==> config.mk <==
export PLATFORM = sky130hd
export DESIGN_NAME = axis2axi_in
export DESIGN_NICKNAME = d
export VERILOG_FILES = /design/src/source/axis2axi_pkg.sv /design/src/source/axis2axi_in.sv /design/src/source/axi_burst_writer.sv /design/src/source/stream_fifo.sv
export SDC_FILE = /design/constraint.sdc
export NUM_CORES = 1
export LEC_CHECK = 0
export ABC_AREA = 0
export ABC_CLOCK_PERIOD_IN_PS = 8200
export BUFFER_PORTS_ARGS = -buffer_cell sky130_fd_sc_hd__buf_2
export CAP_MARGIN = 20
export CORE_ASPECT_RATIO = 1.5
export CORE_MARGIN = 2
export CORE_UTILIZATION = 60
export DETAILED_ROUTE_END_ITERATION = 10
export PLACE_DENSITY = 0.82
export SLEW_MARGIN = 20
export SYNTH_ARGS = -nofsm -noshare
export SYNTH_HDL_FRONTEND = slang
export SYNTH_SLANG_ARGS = --single-unit
==> constraint.sdc <==
create_clock -name clk_i -period 8.2 [get_ports clk_i]
set_input_delay 2.05 -clock clk_i [delete_from_list [all_inputs] [get_ports clk_i]]
set_output_delay 2.05 -clock clk_i [all_outputs]
set_load 0.01 [all_outputs]
==> src/source/axis2axi_pkg.sv <==
package axis2axi_pkg;

   // AXI master widths, only 4-byte beats are supported
   localparam int AXI_ADDR_W = 32;
   localparam int AXI_DATA_W = 32;
   localparam int AXI_LEN_W  = 8;

   // Largest burst, 16 beats
   localparam int BURST_W    = 4;
   localparam int BURST_SIZE = 2**BURST_W;

   // Stream buffer holds two full bursts
   localparam int BUFFER_W    = 5;
   localparam int BUFFER_SIZE = 2**BUFFER_W;

   // Bursts may not cross this boundary
   localparam int BOUNDARY_W     = 12;
   localparam int BOUNDARY_BYTES = 2**BOUNDARY_W;

   // Write address channel payload
   typedef struct packed {
      logic [AXI_ADDR_W-1:0] addr;
      logic [AXI_LEN_W-1:0]  len;
   } axi_aw_t;

   // Write data channel payload
   typedef struct packed {
      logic [AXI_DATA_W-1:0] data;
      logic                  last;
   } axi_w_t;

endpackage
==> src/source/axis2axi_in.sv <==
`timescale 1ns/100ps

module axis2axi_in import axis2axi_pkg::*; (
   input  logic                  clk_i,
   input  logic                  rst_n_i,

   // Configuration
   input  logic [AXI_ADDR_W-1:0] addr_i,
   input  logic                  set_config_i,

   // Stream input
   input  logic [AXI_DATA_W-1:0] axis_data_i,
   input  logic                  axis_valid_i,
   output logic                  axis_ready_o,

   // AXI master write port
   output axi_aw_t               aw_o,
   output logic                  awvalid_o,
   input  logic                  awready_i,
   output axi_w_t                w_o,
   output logic                  wvalid_o,
   input  logic                  wready_i,
   input  logic                  bvalid_i,
   output logic                  bready_o,

   output logic                  busy_o
);

   logic                  fifo_full;
   logic                  fifo_wr;
   logic                  fifo_rd;
   logic [AXI_DATA_W-1:0] fifo_rdata;
   logic [BUFFER_W:0]     fifo_level;

   // Stream handshake maps straight onto the buffer
   assign fifo_wr      = axis_valid_i && !fifo_full;
   assign axis_ready_o = !fifo_full;

   stream_fifo u_fifo (
      .clk_i   (clk_i),
      .rst_n_i (rst_n_i),
      .wr_i    (fifo_wr),
      .wdata_i (axis_data_i),
      .full_o  (fifo_full),
      .rd_i    (fifo_rd),
      .rdata_o (fifo_rdata),
      .empty_o (),
      .level_o (fifo_level)
   );

   axi_burst_writer u_writer (
      .clk_i          (clk_i),
      .rst_n_i        (rst_n_i),
      .addr_i         (addr_i),
      .set_config_i   (set_config_i),
      .stream_valid_i (axis_valid_i),
      .fifo_level_i   (fifo_level),
      .fifo_rdata_i   (fifo_rdata),
      .fifo_rd_o      (fifo_rd),
      .aw_o           (aw_o),
      .awvalid_o      (awvalid_o),
      .awready_i      (awready_i),
      .w_o            (w_o),
      .wvalid_o       (wvalid_o),
      .wready_i       (wready_i),
      .bvalid_i       (bvalid_i),
      .bready_o       (bready_o),
      .busy_o         (busy_o)
   );

endmodule

==> src/source/axi_burst_writer.sv <==
`timescale 1ns/100ps

module axi_burst_writer import axis2axi_pkg::*; (
   input  logic                  clk_i,
   input  logic                  rst_n_i,

   // Configuration
   input  logic [AXI_ADDR_W-1:0] addr_i,
   input  logic                  set_config_i,

   // Stream and buffer side
   input  logic                  stream_valid_i,
   input  logic [BUFFER_W:0]     fifo_level_i,
   input  logic [AXI_DATA_W-1:0] fifo_rdata_i,
   output logic                  fifo_rd_o,

   // AXI write channels
   output axi_aw_t               aw_o,
   output logic                  awvalid_o,
   input  logic                  awready_i,
   output axi_w_t                w_o,
   output logic                  wvalid_o,
   input  logic                  wready_i,
   input  logic                  bvalid_i,
   output logic                  bready_o,

   output logic                  busy_o
);

   typedef enum logic [1:0] {
      WAIT_DATA,
      START_TRANSFER,
      TRANSFER,
      WAIT_BRESP
   } state_t;

   state_t                state_q;
   state_t                state_d;
   logic [AXI_ADDR_W-1:0] cur_addr_q;
   logic [AXI_LEN_W-1:0]  len_q;
   logic [BURST_W-1:0]    beat_cnt_q;

   logic                  normal_burst;
   logic                  flush_burst;
   logic                  start_burst;
   logic [BURST_W:0]      avail_words;
   logic [BOUNDARY_W:0]   room_bytes;
   logic [BOUNDARY_W-2:0] room_words;
   logic [BURST_W:0]      burst_len;
   logic                  w_accept;
   logic                  last_beat;
   logic [AXI_ADDR_W-1:0] burst_bytes;
   logic [BOUNDARY_W:0]   aw_end;

   // Start conditions
   assign normal_burst = (fifo_level_i >= (BUFFER_W+1)'(BURST_SIZE));
   assign flush_burst  = (fifo_level_i != '0) && !normal_burst && !stream_valid_i;

   // A config strobe in the same cycle wins, the burst starts from the new address
   assign start_burst = (state_q == WAIT_DATA) && !set_config_i &&
                        (normal_burst || flush_burst);

   // Words available now; a flush takes whatever is buffered
   assign avail_words = normal_burst ? (BURST_W+1)'(BURST_SIZE) : fifo_level_i[BURST_W:0];

   // Words left before the next 4 KB boundary
   assign room_bytes = (BOUNDARY_W+1)'(BOUNDARY_BYTES) -
                       {1'b0, cur_addr_q[BOUNDARY_W-1:0]};
   assign room_words = room_bytes[BOUNDARY_W:2];

   always_comb begin
      if (room_words < {{(BOUNDARY_W-BURST_W-2){1'b0}}, avail_words}) begin
         burst_len = room_words[BURST_W:0];
      end else begin
         burst_len = avail_words;
      end
   end

   assign w_accept    = wvalid_o && wready_i;
   assign last_beat   = (beat_cnt_q == len_q[BURST_W-1:0]);
   assign burst_bytes = (AXI_ADDR_W'(len_q) + AXI_ADDR_W'(1)) << 2;

   // First read pre-loads beat 0, later reads follow each accepted beat
   assign fifo_rd_o = start_burst || (w_accept && !last_beat);

   // FSM
   always_comb begin
      state_d = state_q;
      case (state_q)
         WAIT_DATA: begin
            if (start_burst) begin
               state_d = START_TRANSFER;
            end
         end
         START_TRANSFER: begin
            if (awready_i) begin
               state_d = TRANSFER;
            end
         end
         TRANSFER: begin
            if (w_accept && last_beat) begin
               state_d = WAIT_BRESP;
            end
         end
         WAIT_BRESP: begin
            if (bvalid_i) begin
               state_d = WAIT_DATA;
            end
         end
         default: state_d = WAIT_DATA;
      endcase
   end

   always_ff @(posedge clk_i or negedge rst_n_i) begin
      if (!rst_n_i) begin
         state_q <= WAIT_DATA;
      end else begin
         state_q <= state_d;
      end
   end

   // Address only moves between bursts so the AW payload stays put
   always_ff @(posedge clk_i or negedge rst_n_i) begin
      if (!rst_n_i) begin
         cur_addr_q <= '0;
      end else if (set_config_i && state_q == WAIT_DATA) begin
         cur_addr_q <= addr_i;
      end else if (w_accept && last_beat) begin
         cur_addr_q <= cur_addr_q + burst_bytes;
      end
   end

   // Burst length captured at start
   always_ff @(posedge clk_i or negedge rst_n_i) begin
      if (!rst_n_i) begin
         len_q <= '0;
      end else if (start_burst) begin
         len_q <= AXI_LEN_W'(burst_len - 1'b1);
      end
   end

   // Beat counter
   always_ff @(posedge clk_i or negedge rst_n_i) begin
      if (!rst_n_i) begin
         beat_cnt_q <= '0;
      end else if (state_q == WAIT_DATA) begin
         beat_cnt_q <= '0;
      end else if (w_accept) begin
         beat_cnt_q <= beat_cnt_q + 1'b1;
      end
   end

   // Channel outputs
   assign awvalid_o  = (state_q == START_TRANSFER);
   assign aw_o.addr  = cur_addr_q;
   assign aw_o.len   = len_q;
   assign wvalid_o   = (state_q == TRANSFER);
   assign w_o.data   = fifo_rdata_i;
   assign w_o.last   = wvalid_o && last_beat;
   assign bready_o   = 1'b1;
   assign busy_o     = (state_q != WAIT_DATA);

   // End offset of the issued burst within its 4 KB page
   assign aw_end = {1'b0, aw_o.addr[BOUNDARY_W-1:0]} + burst_bytes[BOUNDARY_W:0];

   a_aw_stable: assert property (
      @(posedge clk_i) disable iff (!rst_n_i)
      awvalid_o && !awready_i |=> awvalid_o && $stable(aw_o)
   ) else $error("axi_burst_writer: AW dropped or changed before awready");

   // Buffered read data must hold while the slave stalls
   a_w_stable: assert property (
      @(posedge clk_i) disable iff (!rst_n_i)
      wvalid_o && !wready_i |=> wvalid_o && $stable(w_o)
   ) else $error("axi_burst_writer: W dropped or changed before wready");

   a_no_4k_cross: assert property (
      @(posedge clk_i) disable iff (!rst_n_i)
      awvalid_o |-> aw_end <= (BOUNDARY_W+1)'(BOUNDARY_BYTES)
   ) else $error("axi_burst_writer: burst crosses a 4 KB boundary");

endmodule

==> src/source/stream_fifo.sv <==
`timescale 1ns/100ps

module stream_fifo import axis2axi_pkg::*; (
   input  logic                  clk_i,
   input  logic                  rst_n_i,
   input  logic                  wr_i,
   input  logic [AXI_DATA_W-1:0] wdata_i,
   output logic                  full_o,
   input  logic                  rd_i,
   output logic [AXI_DATA_W-1:0] rdata_o,
   output logic                  empty_o,
   output logic [BUFFER_W:0]     level_o
);

   logic [AXI_DATA_W-1:0] mem [BUFFER_SIZE];
   logic [BUFFER_W-1:0]   wr_ptr_q;
   logic [BUFFER_W-1:0]   rd_ptr_q;
   logic [BUFFER_W:0]     level_q;

   // Storage
   always_ff @(posedge clk_i) begin
      if (wr_i) begin
         mem[wr_ptr_q] <= wdata_i;
      end
   end

   // Read data lands one cycle after the strobe and holds until the next read
   always_ff @(posedge clk_i) begin
      if (rd_i) begin
         rdata_o <= mem[rd_ptr_q];
      end
   end

   // Pointers wrap naturally at the buffer size
   always_ff @(posedge clk_i or negedge rst_n_i) begin
      if (!rst_n_i) begin
         wr_ptr_q <= '0;
         rd_ptr_q <= '0;
      end else begin
         if (wr_i) begin
            wr_ptr_q <= wr_ptr_q + 1'b1;
         end
         if (rd_i) begin
            rd_ptr_q <= rd_ptr_q + 1'b1;
         end
      end
   end

   // Level, simultaneous read and write leaves it unchanged
   always_ff @(posedge clk_i or negedge rst_n_i) begin
      if (!rst_n_i) begin
         level_q <= '0;
      end else begin
         case ({wr_i, rd_i})
            2'b10: level_q <= level_q + 1'b1;
            2'b01: level_q <= level_q - 1'b1;
            default: level_q <= level_q;
         endcase
      end
   end

   assign level_o = level_q;
   assign full_o  = (level_q == (BUFFER_W+1)'(BUFFER_SIZE));
   assign empty_o = (level_q == '0);

   // Producer must respect full
   a_no_overflow: assert property (
      @(posedge clk_i) disable iff (!rst_n_i)
      wr_i |-> !full_o
   ) else $error("stream_fifo: write while full");

   // Burst writer never reads past what it sized
   a_no_underflow: assert property (
      @(posedge clk_i) disable iff (!rst_n_i)
      rd_i |-> !empty_o
   ) else $error("stream_fifo: read while empty");

endmodule

## Word-level counts from Yosys, hierarchy flattened

Memories as Yosys holds them, arrays and structs flattened. A register that Yosys moved wholly into a read port is not among the register bits.
Cells that the tools add are included.

| word-level totals | value |
|---|---|
| memories | 1 |
| register bits after elaboration | 62 |
| logic and storage cells | 68 |
| input bits | 71 |
| bits in writable memories | 1024 |

| operators by class | value |
|---|---|
| multiplexer cells | 14 |
| $lt $le $gt $ge | 2 |
| add/sub/neg operators | 9 |
| eq/ne operators | 11 |
| reductions and logical operators | 24 |

Memories:

| memory | words | bits a word | rd ports | clocked after memory_dff | wr ports | line | RTL |
|---|---|---|---|---|---|---|---|
| u_fifo.mem | 32 | 32 | 1 | 1 | 1 | stream_fifo.sv:15 | `logic [AXI_DATA_W-1:0] mem [BUFFER_SIZE];` |

Operators by type and width:

| kind | number |
|---|---|
| two-way mux 32 bit | 2 |
| adder 32 bit | 1 |
| subtractor 13 x 12 -> 13 bit (first input constant) | 1 |
| one-hot mux 6 bit (2 select lines) | 1 |
| < comparator 11 x 5 -> 1 bit | 1 |
| adder 5 x 1 -> 5 bit (second input constant) | 2 |
| logical AND 1 bit | 10 |
| two-way mux 5 bit | 2 |
| adder 8 x 1 -> 9 bit (second input constant) | 1 |
| two-way mux 2 bit | 4 |
| two-way mux 4 bit | 2 |
| one-hot mux 2 bit (4 select lines) | 1 |
| nonzero test 2 bit | 4 |
| adder 6 x 1 -> 6 bit (second input constant) | 1 |
| equality test 2 bit (second input constant) | 3 |
| equality test 6 bit (second input constant) | 1 |
| greater-or-equal comparator 6 x 5 -> 1 bit (second input constant) | 1 |
| nonzero test 6 bit | 1 |
| subtractor 5 x 1 -> 6 bit (second input constant) | 1 |
| subtractor 6 x 1 -> 6 bit (second input constant) | 1 |
| logical NOT 1 bit | 5 |
| adder 4 x 1 -> 4 bit (second input constant) | 1 |
| equality test 2 x 1 -> 1 bit (second input constant) | 2 |
| equality test 4 bit | 1 |
| 6 further kinds | 10 |

## Logic depth before layout (Yosys ltp)

Gate-level depths: netlist of the first run.

| depth | value |
|---|---|
| depth in word-level cells | 9 |
| mapped depth | 16 |

## Cells and area by module

A second synthesis of the first run with hierarchy kept.

| second synthesis, totals | value |
|---|---|
| cells, all modules | 2279 |
| area total of the unflattened synthesis | 44397.6 sq um |

Modules (own cells, without submodules):

| module | cells each | area each (sq um) | times used |
|---|---|---|---|
| stream_fifo | 1847 | 40819.1 | 1 |
| axi_burst_writer | 430 | 3568.4 | 1 |
| axis2axi_in | 2 | 10.0 | 1 |

## Least setup slack after synthesis of the first run

Ideal clock, no wire load.

| path | value |
|---|---|
| path type | input -> register |
| start | in wready_i |
| end | reg u_fifo.level_q[5] (netlist: u_fifo.level_o[5]) |
| data arrival time | 5518 ps |
| slack | 2602 ps |
| stages on the path | 9 |
| data required time | 8120 ps |
| library setup time | 80 ps |
| path buffers | 0 |
| cell sequence | nand2_1 -> o21ai_1 -> ha_1 -> ha_1 -> a21o_1 -> a21oi_1 -> o41ai_1 -> nor4_1 -> xnor2_1 |

| on the way | value |
|---|---|
| longest elaborated chain between the ends | 5 |
| elaborated cells between the ends (all ways) | 7 |

RTL lines:

| element | line | RTL |
|---|---|---|
| start, declared | axis2axi_in.sv:22 | `input logic wready_i,` |
| logical AND 1 bit (*) | axi_burst_writer.sv:79 | `assign w_accept = wvalid_o && wready_i;` |
| logical AND 1 bit (*) | axi_burst_writer.sv:84 | `assign fifo_rd_o = start_burst \|\| (w_accept && !last_beat);` |
| logical OR 1 bit (*) | axi_burst_writer.sv:84 |  |
| net fifo_rd | axis2axi_in.sv:31 | `logic fifo_rd;` |
| equality test 2 x 1 -> 1 bit or equality test 2 bit (tied branches) | stream_fifo.sv:54 | `case ({wr_i, rd_i})` |
| one-hot mux 6 bit (2 select lines) or nonzero test 2 bit (tied branches) | -- |  |
| end signal, assigned | stream_fifo.sv:55 | `2'b10: level_q <= level_q + 1'b1;` |
| end signal, assigned | stream_fifo.sv:56 | `2'b01: level_q <= level_q - 1'b1;` |
| end signal, assigned | stream_fifo.sv:57 | `default: level_q <= level_q;` |
| end, declared | stream_fifo.sv:18 | `logic [BUFFER_W:0] level_q;` |

The timed path passes the listed nets; every way through them passes the cells marked *.
A chain may end at the register's enable or synchronous reset.

## Final worst setup path of the first run

| path | value |
|---|---|
| start | in axis_valid_i |
| end | reg u_fifo.level_q[5] (netlist: u_fifo.level_o[5]) |

| on the way | value |
|---|---|
| longest elaborated chain between the ends | 7 |
| elaborated cells between the ends (all ways) | 10 |

RTL lines:

| element | line | RTL |
|---|---|---|
| start, declared | axis2axi_in.sv:13 | `input logic axis_valid_i,` |
| logical NOT 1 bit (*) | axi_burst_writer.sv:57 | `assign flush_burst = (fifo_level_i != '0) && !normal_burst && !stream_valid_i;` |
| logical AND 1 bit (*) | axi_burst_writer.sv:57 |  |
| logical OR 1 bit (*) | axi_burst_writer.sv:61 | `(normal_burst \|\| flush_burst);` |
| logical AND 1 bit (*) | axi_burst_writer.sv:60 | `assign start_burst = (state_q == WAIT_DATA) && !set_config_i &&` |
| logical OR 1 bit (*) | axi_burst_writer.sv:84 |  |
| net fifo_rd | axis2axi_in.sv:31 |  |
| equality test 2 x 1 -> 1 bit or equality test 2 bit (tied branches) | stream_fifo.sv:54 |  |
| one-hot mux 6 bit (2 select lines) or nonzero test 2 bit (tied branches) | -- |  |

Marks and branches as above.

==> metrics, run 1 <==
Synthesized Nets 2100; post-CTS sizing 0; Post-Syn Area 43870 um^2; buffers added on ports 147; CTS max path bufs 3; routed via count 22430; worst path cell trace buf_2 > o21ai_0 > nand3b_1 > o21ai_4 > buf_4 > ha_1 > ha_1 > a21o_1 > a21oi_1 > o41ai_1 > nor4_1 > xnor2_1; Worst Setup Start Kind input pin; cts bufs inserted 96; Total GRT Usage 29.98%; proportion of synthesized area in mux cells 17.50%; syn avg cell area 21.98 um^2; area share of xor/xnor cells in the synthesized design 1.018%; CP Capture Type flip-flop; Synth Register Bits approximately 1100; worst hold path class reg2reg; Post-CTS Setup Inserts 0; Die X 224.8 um; clk sink count 1116; Post-Syn Instances 1996; vias in the first global route 22660; worst path required time 8.78 ns; fraction of the mapped netlist area in adder cells less than 1%; clk_lat worst skew between 0.6 and 0.7 ns; Die Footprint 75350 um^2; commonest cells in the netlist 1056 x edfxtp_1, 320 x mux4_2, 76 x nand2_1; post-layout worst setup margin 3.450 ns; fin crit share 57.93%; layout cell share with drive strength beyond 1 33.04%; maximum vdd drop 0.0003788 V; Initial Util 60.50%; final setup fails 0; number of synthesized flops with an enable pin around 1100; Synth async-reset ratio 5.376%; final net count 2289; setup_tns 0 ns; DRC viols 0; Cell Pwr Density approximately 350 nW/um^2; measured slew at the worst slew-check pin 1.137 ns; Synth area leaders edfxtp_1 72%, mux4_2 16%, dfrtp_1 3.4%; post-layout util 68.82%; Die Y 335.2 um; Layout Area Growth over Synthesis 13.76%; CTS tree done; initial antenna violation count 2; final worst path period need 4.750 ns; hold slack 0.5339 ns; Max stage delay on crit path 0.60 ns; Worst Path Max Fanout 38; DR WL/cell ~35 um; hold_buf cts 0; top-area cell type share of the netlist area just over 70%; pre-CTS worst setup slack 2.819 ns; Crit path top cell by count ha_1; arrival time of the worst setup path ~5.3 ns; placed cell areas 46400 um^2; drt first-iter violations between 3000 and 4000; CP max stage cell buf_4; Final Hold Fails 0; CTS clock-pin slew for the worst setup and hold paths 0.06 ns; Root Buffer clkbuf_16; total wire length 112.7 mm; first-pass GRT wire length approximately 160 mm; critical path class in2reg; largest net degree at the start of global routing 156; RSZ-0062 raised after global routing no; Synth Area in Simple Gates 2.376%; # IOs 149; sequential share of the synthesized area 75.70%; max-slew violations 0; largest family of logic cells by synthesized area multiplexers; crit path buf inv count 2; H-tree depth 3; library cells used by synthesis 54; antenna viol nets, final 0; routability cong. 0.8825; Compound-Gate Fraction of Synth Area 1.246%; Pre-antenna DRT Iters 5; Lkg Pwr 16.07 nW; # rows 121; core area 72520 um^2; Final Cell Area 49910 um^2; Vias/cell around 7.0; cell accounting for the most synthesized area edfxtp_1; number of max-cap violations 0; cell family with most CP delay compound AO/OA/AOI/OAI gates; total number of yosys warnings 0; grt total ovfl 0; Worst Skew 0.02906 ns; DP Wirelength 61.30 mm; status finished clean; Main synth FF type edfxtp_1; Max-slew headroom 24.01%; most common cell in the netlist edfxtp_1; Max Fclk ~210 MHz
==> worst register-to-register path, cell delays in order, from the launching register on <==
cell and delay (ns):
dfrtp_1 0.48, or4_4 0.61, or3_4 0.37, xor2_1 0.16
ha_1 0.30, a2111oi_0 0.74, o21ai_2 0.16, nor2_1 0.38
mux2i_1 0.30, ha_1 0.26, nand4_1 0.10, o21ai_0 0.11
xnor2_1 0.09, mux2i_1 0.23, o21ai_0 0.12
==> placed cells by master (no fill, tap or decap), types with 13 or more instances in the layout <==
cell / instances
nand3_1: 14
o21ai_0: 52
edfxtp_1: 1056
nand2_1: 76
mux2_2: 34
dfrtp_1: 55
xnor2_1: 39
buf_2: 147
nor2_1: 22
clkinv_1: 17
nor2_4: 32
buf_16: 25
nor4_1: 13
inv_1: 22
bufinv_16: 18
a21oi_1: 14
mux4_2: 320
clkinv_2: 23
nor3_1: 19
ha_1: 31
clkbuf_16: 98
==> cell type report <==
type / count / area [um^2]
inverter: 22 / 82.58
multi-input combinational: 758 / 10400
tap: 922 / 1154
fill: 4014 / 22610
timing repair buffer: 191 / 1692
clock buffer: 106 / 2482
antenna: 2 / 5.005
clock inverter: 71 / 864.6
sequential: 1116 / 33230
==> power by group <==
group	total [W]	switching, W	internal, W
registers	0.00742	0.000573	0.00685
clock network	0.00488	0.00212	0.00277
logic	0.00516	0.00274	0.00242
==> registers in the layout, summed over array words and instances (netlist names) <==
name,flops
u_writer.len_q,6
u_fifo.rd_ptr_q,5
u_writer.cur_addr_q,32
u_writer.beat_cnt_q,4
u_fifo.mem,1024
u_fifo.rdata_o,32
u_fifo.level_o,6
u_writer.state_q,2
u_fifo.wr_ptr_q,5
==> metrics by stage <==
stage / cells / power (W)
floorplan: 1996 / 0.01072
global placement: 2977 / 0.01228
finish: 3188 / 0.01747
CTS: 3180 / 0.01746
detailed placement: 3003 / 0.01253
global route: 3187 / 0.01797
==> logic make-up (layout without fill, tap and decap cells) <==
kind of cell / after synthesis / after routing
flip-flops: 1116 / 1116
multiplexers: 363 / 363
AND/OR/NAND/NOR: 217 / 217
buffers and inverters: 122 / 390
AO/OA/AOI/OAI: 93 / 93
XOR/XNOR: 51 / 51
adder cells (fa/ha/maj): 33 / 33
other: 1 / 3
==> per-layer routing <==
layer / track usage (%) / share of wire [%] / vias to the layer above
met3: 5.189 / 9.4 / 238
met4: 11.98 / 3.6 / 2
met1: 38.58 / 34 / 11670
met5: 0 / 0.012 / -
met2: 51.31 / 53 / 1833
li1: - / - / 8689
==> path summary, 6_finish.rpt <==
kind / cells after the start / startpoint / slack, ns / end
max: 12 / axis_valid_i / 3.45 / u_fifo.level_o[5]
min: 1 / u_fifo.level_o[5] / 0.53 / u_fifo.level_o[5]
max reg2reg: 14 / u_writer.cur_addr_q[3] / 3.66 / u_writer.len_q[4]
min reg2reg: 1 / u_fifo.level_o[5] / 0.53 / u_fifo.level_o[5]
max in group asynchronous: 2 / rst_n_i / 6.00 / u_fifo.rd_ptr_q[2]
min in group asynchronous: 2 / rst_n_i / 1.57 / u_writer.len_q[0]
No activity file was read; power rests on OpenSTA's default activity.
==> run 2: changes to the inputs <==
ABC_CLOCK_PERIOD_IN_PS = 4800   (was 8200)
clock period = 4.8 ns   (was 8.2 ns; I/O delays follow)
==> metrics, run 2 (same netlist as run 1, synthesis figures left out) <==
status finished clean (unchanged); Max stage delay on crit path 0.62 ns (was 0.60 ns); Worst Skew 0.03331 ns (was 0.02906 ns); routability cong. 0.8493 (was 0.8825); max-slew violations 0 (unchanged); critical path class reg2reg (was in2reg); Lkg Pwr 15.90 nW (was 16.07 nW); core area 72520 um^2 (unchanged); maximum vdd drop 0.0004204 V (was 0.0003788 V); Worst Setup Start Kind flip-flop (was input pin); CTS max path bufs 3 (unchanged); biggest regs u_fifo.mem: 1024 flops, u_fifo.rdata_o: 32 flops, u_writer.cur_addr_q: 32 flops (unchanged); setup_tns 0 ns (unchanged); DRC viols 0 (unchanged); clk_lat worst skew 0.67 ns (was 0.68 ns); clk sink count 1116 (unchanged); hold_buf cts 0 (unchanged); post-layout util 68.14% (was 68.82%); Cells after DPL 3022 (was 3003); Multi-input gate area 10400 um^2 (unchanged); grt total ovfl 0 (unchanged); Total GRT Usage 29.69% (was 29.98%); hold slack 0.4637 ns (was 0.5339 ns); measured slew at the worst slew-check pin 1.132 ns (was 1.137 ns); Root Buffer clkbuf_16 (unchanged); Max Fclk 225.0 MHz; non-filler cells, final 3204 (was 3188); CTS clock-pin slew for the worst setup and hold paths 0.07 ns (was 0.06 ns); pre-CTS worst setup slack 0.4144 ns (was 2.819 ns); post-CTS sizing 0 (unchanged); CTS tree done (unchanged); max reg flops 1024 (unchanged); total wire length 109.1 mm (was 112.7 mm); vias in the first global route 22370 (was 22660); # IOs 149 (unchanged); leading cell type in the layout, fill and taps excluded edfxtp_1 (unchanged); initial antenna violation count 1 (was 2); Die Y 335.2 um (unchanged); final worst path period need 4.445 ns; Worst Path Max Fanout 7 (was 38); Cell Pwr Density 588.3 nW/um^2 (was 350.0 nW/um^2); Vias/cell 6.924 (was 7.036); final net count 2304 (was 2289); worst path cell trace or4_4 > or3_4 > xor2_1 > ha_1 > a2111oi_0 > o21ai_2 > nor2_1 > mux2i_1 > ha_1 > nand4_1 > o21ai_0 > xnor2_1 > mux2i_1 > o21ai_0 (was buf_2 > o21ai_0 > nand3b_1 > o21ai_4 > buf_4 > ha_1 > ha_1 > a21o_1 > a21oi_1 > o41ai_1 > nor4_1 > xnor2_1); # rows 121 (unchanged); first-pass GRT wire length 158.1 mm (was 160.4 mm); Pre-antenna DRT Iters 5 (unchanged); Layout Area Growth over Synthesis 12.63% (was 13.76%); number of max-cap violations 0 (unchanged); arrival time of the worst setup path 5.02 ns (was 5.33 ns); layout cell share with drive strength beyond 1 33.03% (was 33.04%); fin crit share 92.60%; Post-CTS Setup Inserts 0 (unchanged); register area 33230 um^2 (about the same); worst path required time 5.37 ns (was 8.78 ns); largest net degree at the start of global routing 69 (was 156); DR WL/cell 34.06 um (was 35.36 um); Die Footprint 75350 um^2 (unchanged); crit path buf inv count 0 (was 2); cell family with most CP delay simple AND/OR/NAND/NOR gates (was compound AO/OA/AOI/OAI gates); antenna viol nets, final 0 (unchanged); DP Wirelength 59.02 mm (was 61.30 mm); Initial Util 60.50% (unchanged); drt first-iter violations 2970 (was 3379); routed via count 22190 (was 22430); Final Hold Fails 0 (unchanged); CP Capture Type flip-flop (unchanged); Die X 224.8 um (unchanged); CP max stage cell a2111oi_0 (was buf_4); Fill cells 4093 (was 4014); final setup fails 0 (unchanged); H-tree depth 3 (unchanged); RSZ-0062 raised after global routing no (unchanged); Largest Register u_fifo.mem (unchanged); buffers added on ports 147 (unchanged); most frequent cells in the layout 1056 x edfxtp_1, 320 x mux4_2, 147 x buf_2 (unchanged); Max-slew headroom 24.51% (was 24.01%); worst hold path class in2async (was reg2reg); cts bufs inserted 98 (was 96); post-layout worst setup margin 0.3550 ns (was 3.450 ns)
[run 2: cell count changes in the layout (fill, tap and decap cells not counted), sizes merged]
cell,change
clkinv,-3
clkbuf,+12
buf,+13
bufinv,-10
clkinvlp,+4
[run 2: path summary, 6_finish.rpt]
| check | startpoint | endpoint | slack (ns) | depth (start not counted) |
|---|---|---|---|---|
| max | u_writer.cur_addr_q[3] | u_writer.len_q[4] | 0.35 | 14 |
| max reg2reg | u_writer.cur_addr_q[3] | u_writer.len_q[4] | 0.35 | 14 |
| min in group clk_i | u_fifo.level_o[5] | u_fifo.level_o[5] | 0.54 | 1 |
| min | rst_n_i | u_writer.len_q[1] | 0.46 | 1 |
| min reg2reg | u_fifo.level_o[5] | u_fifo.level_o[5] | 0.54 | 1 |
| max in group asynchronous | rst_n_i | u_writer.cur_addr_q[22] | 3.35 | 2 |
[run 2: cell type report]
type / count / area share [%]
inverters: 22 / 0.1671
diodes: 2 / 0.01013
clock buffers: 118 / 5.198
clock inverters: 62 / 1.114
multi-input cells: 758 / 21.05
repair buffers: 204 / 2.887
flip-flops and latches: 1116 / 67.24
well taps: 922 / 2.335
[run 2: routing by layer]
metal	up-vias	wire [um]	track usage (%)
met5	-	14	0
met4	2	4594	11.99
met3	269	9438	4.996
met2	1487	57250	50.99
met1	11700	37830	38.09
li1	8727	-	-
[run 2: worst reg2reg max path, stage by stage, from the launching register on]
cell and delay [ns]:
dfrtp_1 0.48, or4_4 0.61, or3_4 0.37, xor2_1 0.16
ha_1 0.31, a2111oi_0 0.62, o21ai_2 0.15, nor2_1 0.40
mux2i_1 0.28, ha_1 0.30, nand4_1 0.13, o21ai_0 0.14
xnor2_1 0.16, mux2i_1 0.09, o21ai_0 0.17
[run 2: power by group]
group | switching [W] | leakage, nW | internal, W
Sequential | 0.000960 | 10.3 | 0.0117
Clock | 0.00353 | 1.51 | 0.00427
Combinational | 0.00449 | 4.12 | 0.00412
[run 2: metrics by stage]
step | power [W] | instance area [um^2]
6_report | 0.02907 | 49410
2_1_floorplan | 0.01832 | 43870
3_3_place_gp | 0.02095 | 46290
3_5_place_dp | 0.02123 | 46290
4_1_cts | 0.02919 | 49410
5_1_grt | 0.03000 | 49410
==> run 3: changes to the inputs <==
CORE_ASPECT_RATIO = default   (was 1.5)
CTS_BUF_LIST = sky130_fd_sc_hd__clkbuf_4   (was default)
==> metrics, run 3 (same netlist as run 1, synthesis figures left out) <==
CP Capture Type flip-flop (unchanged); DP Wirelength 58.48 mm (was 59.02 mm); Max Fclk 228.3 MHz (was 225.0 MHz); Layout Area Growth over Synthesis 13.12% (was 12.63%); Vias/cell 6.489 (was 6.924); cell family with most CP delay simple AND/OR/NAND/NOR gates (unchanged); Pre-antenna DRT Iters 7 (was 5); hold_sp addr_i[15]; Final Cell Area 49630 um^2 (was 49410 um^2); Critical R2R Launch u_writer.cur_addr_q[3] (unchanged); setup_tns 0 ns (unchanged); vias in the first global route 23750 (was 22370); hold_buf cts 1 (was 0); clk_lat worst skew 1.13 ns (was 0.67 ns); Switching Power 0.009138 W (was 0.008982 W); critical path class reg2reg (unchanged); initial antenna violation count 4 (was 1); drt first-iter violations 2978 (was 2970); max-slew violations 0 (unchanged); non-filler cells, final 3529 (was 3204); CP max stage cell a2111oi_0 (unchanged); measured slew at the worst slew-check pin 1.082 ns (was 1.132 ns); Hold Path Sink u_writer.cur_addr_q[15]; CTS clock-pin slew for the worst setup and hold paths 0.06 ns (was 0.07 ns); final net count 2500 (was 2304); worst path required time 5.83 ns (was 5.37 ns); Seq pwr share 43.7% (was 43.5%); largest net degree at the start of global routing 83 (was 69); combinational fraction of design power 30.0% (was 29.6%); buffers added on ports 147 (unchanged); Final Hold Fails 0 (unchanged); Hold Crit Depth 3; Lkg Pwr 16.37 nW (was 15.90 nW); post-CTS sizing 0 (unchanged); fin crit share 91.25% (was 92.60%); reg-to-reg slack, setup 0.42 ns (was 0.35 ns); clock power share 26.3% (was 26.8%); RSZ-0062 raised after global routing no (unchanged); Initial Util 60.34% (was 60.50%); post-layout worst setup margin 0.4198 ns (was 0.3550 ns); worst hold path class in2reg (was in2async); core area 72710 um^2 (was 72520 um^2); # IOs 149 (unchanged); DRC viols 0 (unchanged); routed via count 22900 (was 22190); Largest Register u_fifo.mem (unchanged); Total GRT Usage 27.74% (was 29.69%); total wire length 106.2 mm (was 109.1 mm); Worst Path Max Fanout 7 (unchanged); Max stage delay on crit path 0.61 ns (was 0.62 ns); H-tree depth 5 (was 3); CTS max path bufs 4 (was 3); maximum vdd drop 0.0004776 V (was 0.0004204 V); # rows 99 (was 121); most frequent cells in the layout 1056 x edfxtp_1, 388 x clkbuf_4, 320 x mux4_2 (was 1056 x edfxtp_1, 320 x mux4_2, 147 x buf_2); Cells after DPL 3060 (was 3022); Root Buffer clkbuf_4 (was clkbuf_16); final setup fails 0 (unchanged); layout cell share with drive strength beyond 1 39.73% (was 33.03%); r2r worst-path depth 14 (unchanged); net switching fraction of the power 31.62% (was 30.90%); Die Y 274.4 um (was 335.2 um); Cell Pwr Density 582.3 nW/um^2 (was 588.3 nW/um^2); cts bufs inserted 292 (was 98); cell-internal power 0.01976 W (was 0.02009 W); pre-CTS worst setup slack 0.4743 ns (was 0.4144 ns); biggest regs u_fifo.mem: 1024 flops, u_fifo.rdata_o: 32 flops, u_writer.cur_addr_q: 32 flops (unchanged); Worst Setup Start Kind flip-flop (unchanged); routability cong. 0.8304 (was 0.8493); crit path buf inv count 0 (unchanged); status finished clean (unchanged); grt total ovfl 0 (unchanged); leading cell type in the layout, fill and taps excluded edfxtp_1 (unchanged); arrival time of the worst setup path 5.41 ns (was 5.02 ns); antenna viol nets, final 0 (unchanged); first-pass GRT wire length 149.3 mm (was 158.1 mm); DR WL/cell 30.09 um (was 34.06 um); number of max-cap violations 0 (unchanged); Final Power 0.02890 W (was 0.02907 W); worst path cell trace or4_4 > or3_4 > xor2_1 > ha_1 > a2111oi_0 > o21ai_2 > nor2_1 > mux2i_1 > ha_1 > nand4_1 > o21ai_0 > xnor2_1 > mux2i_1 > o21ai_0 (unchanged); CTS tree done (unchanged); final worst path period need 4.380 ns (was 4.445 ns); reg2reg end u_writer.len_q[4] (unchanged); Die X 274.4 um (was 224.8 um); max reg flops 1024 (unchanged); Max-slew headroom 27.88% (was 24.51%); Die Footprint 75300 um^2 (was 75350 um^2); Post-CTS Setup Inserts 0 (unchanged); clk sink count 1116 (unchanged); Worst Skew 0.09043 ns (was 0.03331 ns); placed cell areas 46320 um^2 (was 46290 um^2)
-- run 3: cell type report --
cell class,instances,area (um^2)
inverter,22,82.58
fill,4319,23080
tap,959,1200
timing repair buffer,206,1419
multi-input combinational,758,10400
antenna,5,12.51
clock buffer,388,2913
sequential,1116,33230
clock inverter,75,376.6
-- run 3: routing by layer --
metal  GRT usage, %  routed length (um)  vias up
met5              0                   8        -
met1          36.49               38210    11870
li1               -                   -     9280
met3          7.216               10380      204
met4          10.61                3493        2
met2          45.17               54090     1545
-- run 3: power groups by stage --
stage / clock (W) / sequential (W) / combinational (W)
6_report: 0.00760 / 0.0126 / 0.00866
5_1_grt: 0.00825 / 0.0127 / 0.00915
4_1_cts: 0.00767 / 0.0126 / 0.00863
3_5_place_dp: 0 / 0.0128 / 0.00855
3_3_place_gp: 0 / 0.0127 / 0.00832
2_1_floorplan: 0 / 0.0124 / 0.00594
-- run 3: how the worst max path moves through the flow --
| stage | start | cells past startpoint | endpoint |
|---|---|---|---|
| floorplan | wready_i | 9 | u_fifo.level_o[5] |
| global placement | u_writer.cur_addr_q[3] | 14 | u_writer.len_q[4] |
| detailed placement | u_writer.cur_addr_q[3] | 14 | u_writer.len_q[4] |
| CTS | u_writer.cur_addr_q[3] | 14 | u_writer.len_q[4] |
| global route | u_writer.cur_addr_q[3] | 14 | u_writer.len_q[4] |
| finish | u_writer.cur_addr_q[3] | 14 | u_writer.len_q[4] |
-- run 3: tightest hold or removal path, stage by stage --
cell     delay [ns]
buf_2          0.07
nand2_1        0.03
o21ai_0        0.06
-- run 3: per-stage QoR --
stage	hold slack, ns	util [%]
2_1_floorplan	0.4868	-
3_3_place_gp	0.5000	63.70
3_5_place_dp	0.5143	63.70
4_1_cts	0.1891	68.24
5_1_grt	0.2382	68.25
6_report	0.2918	68.26
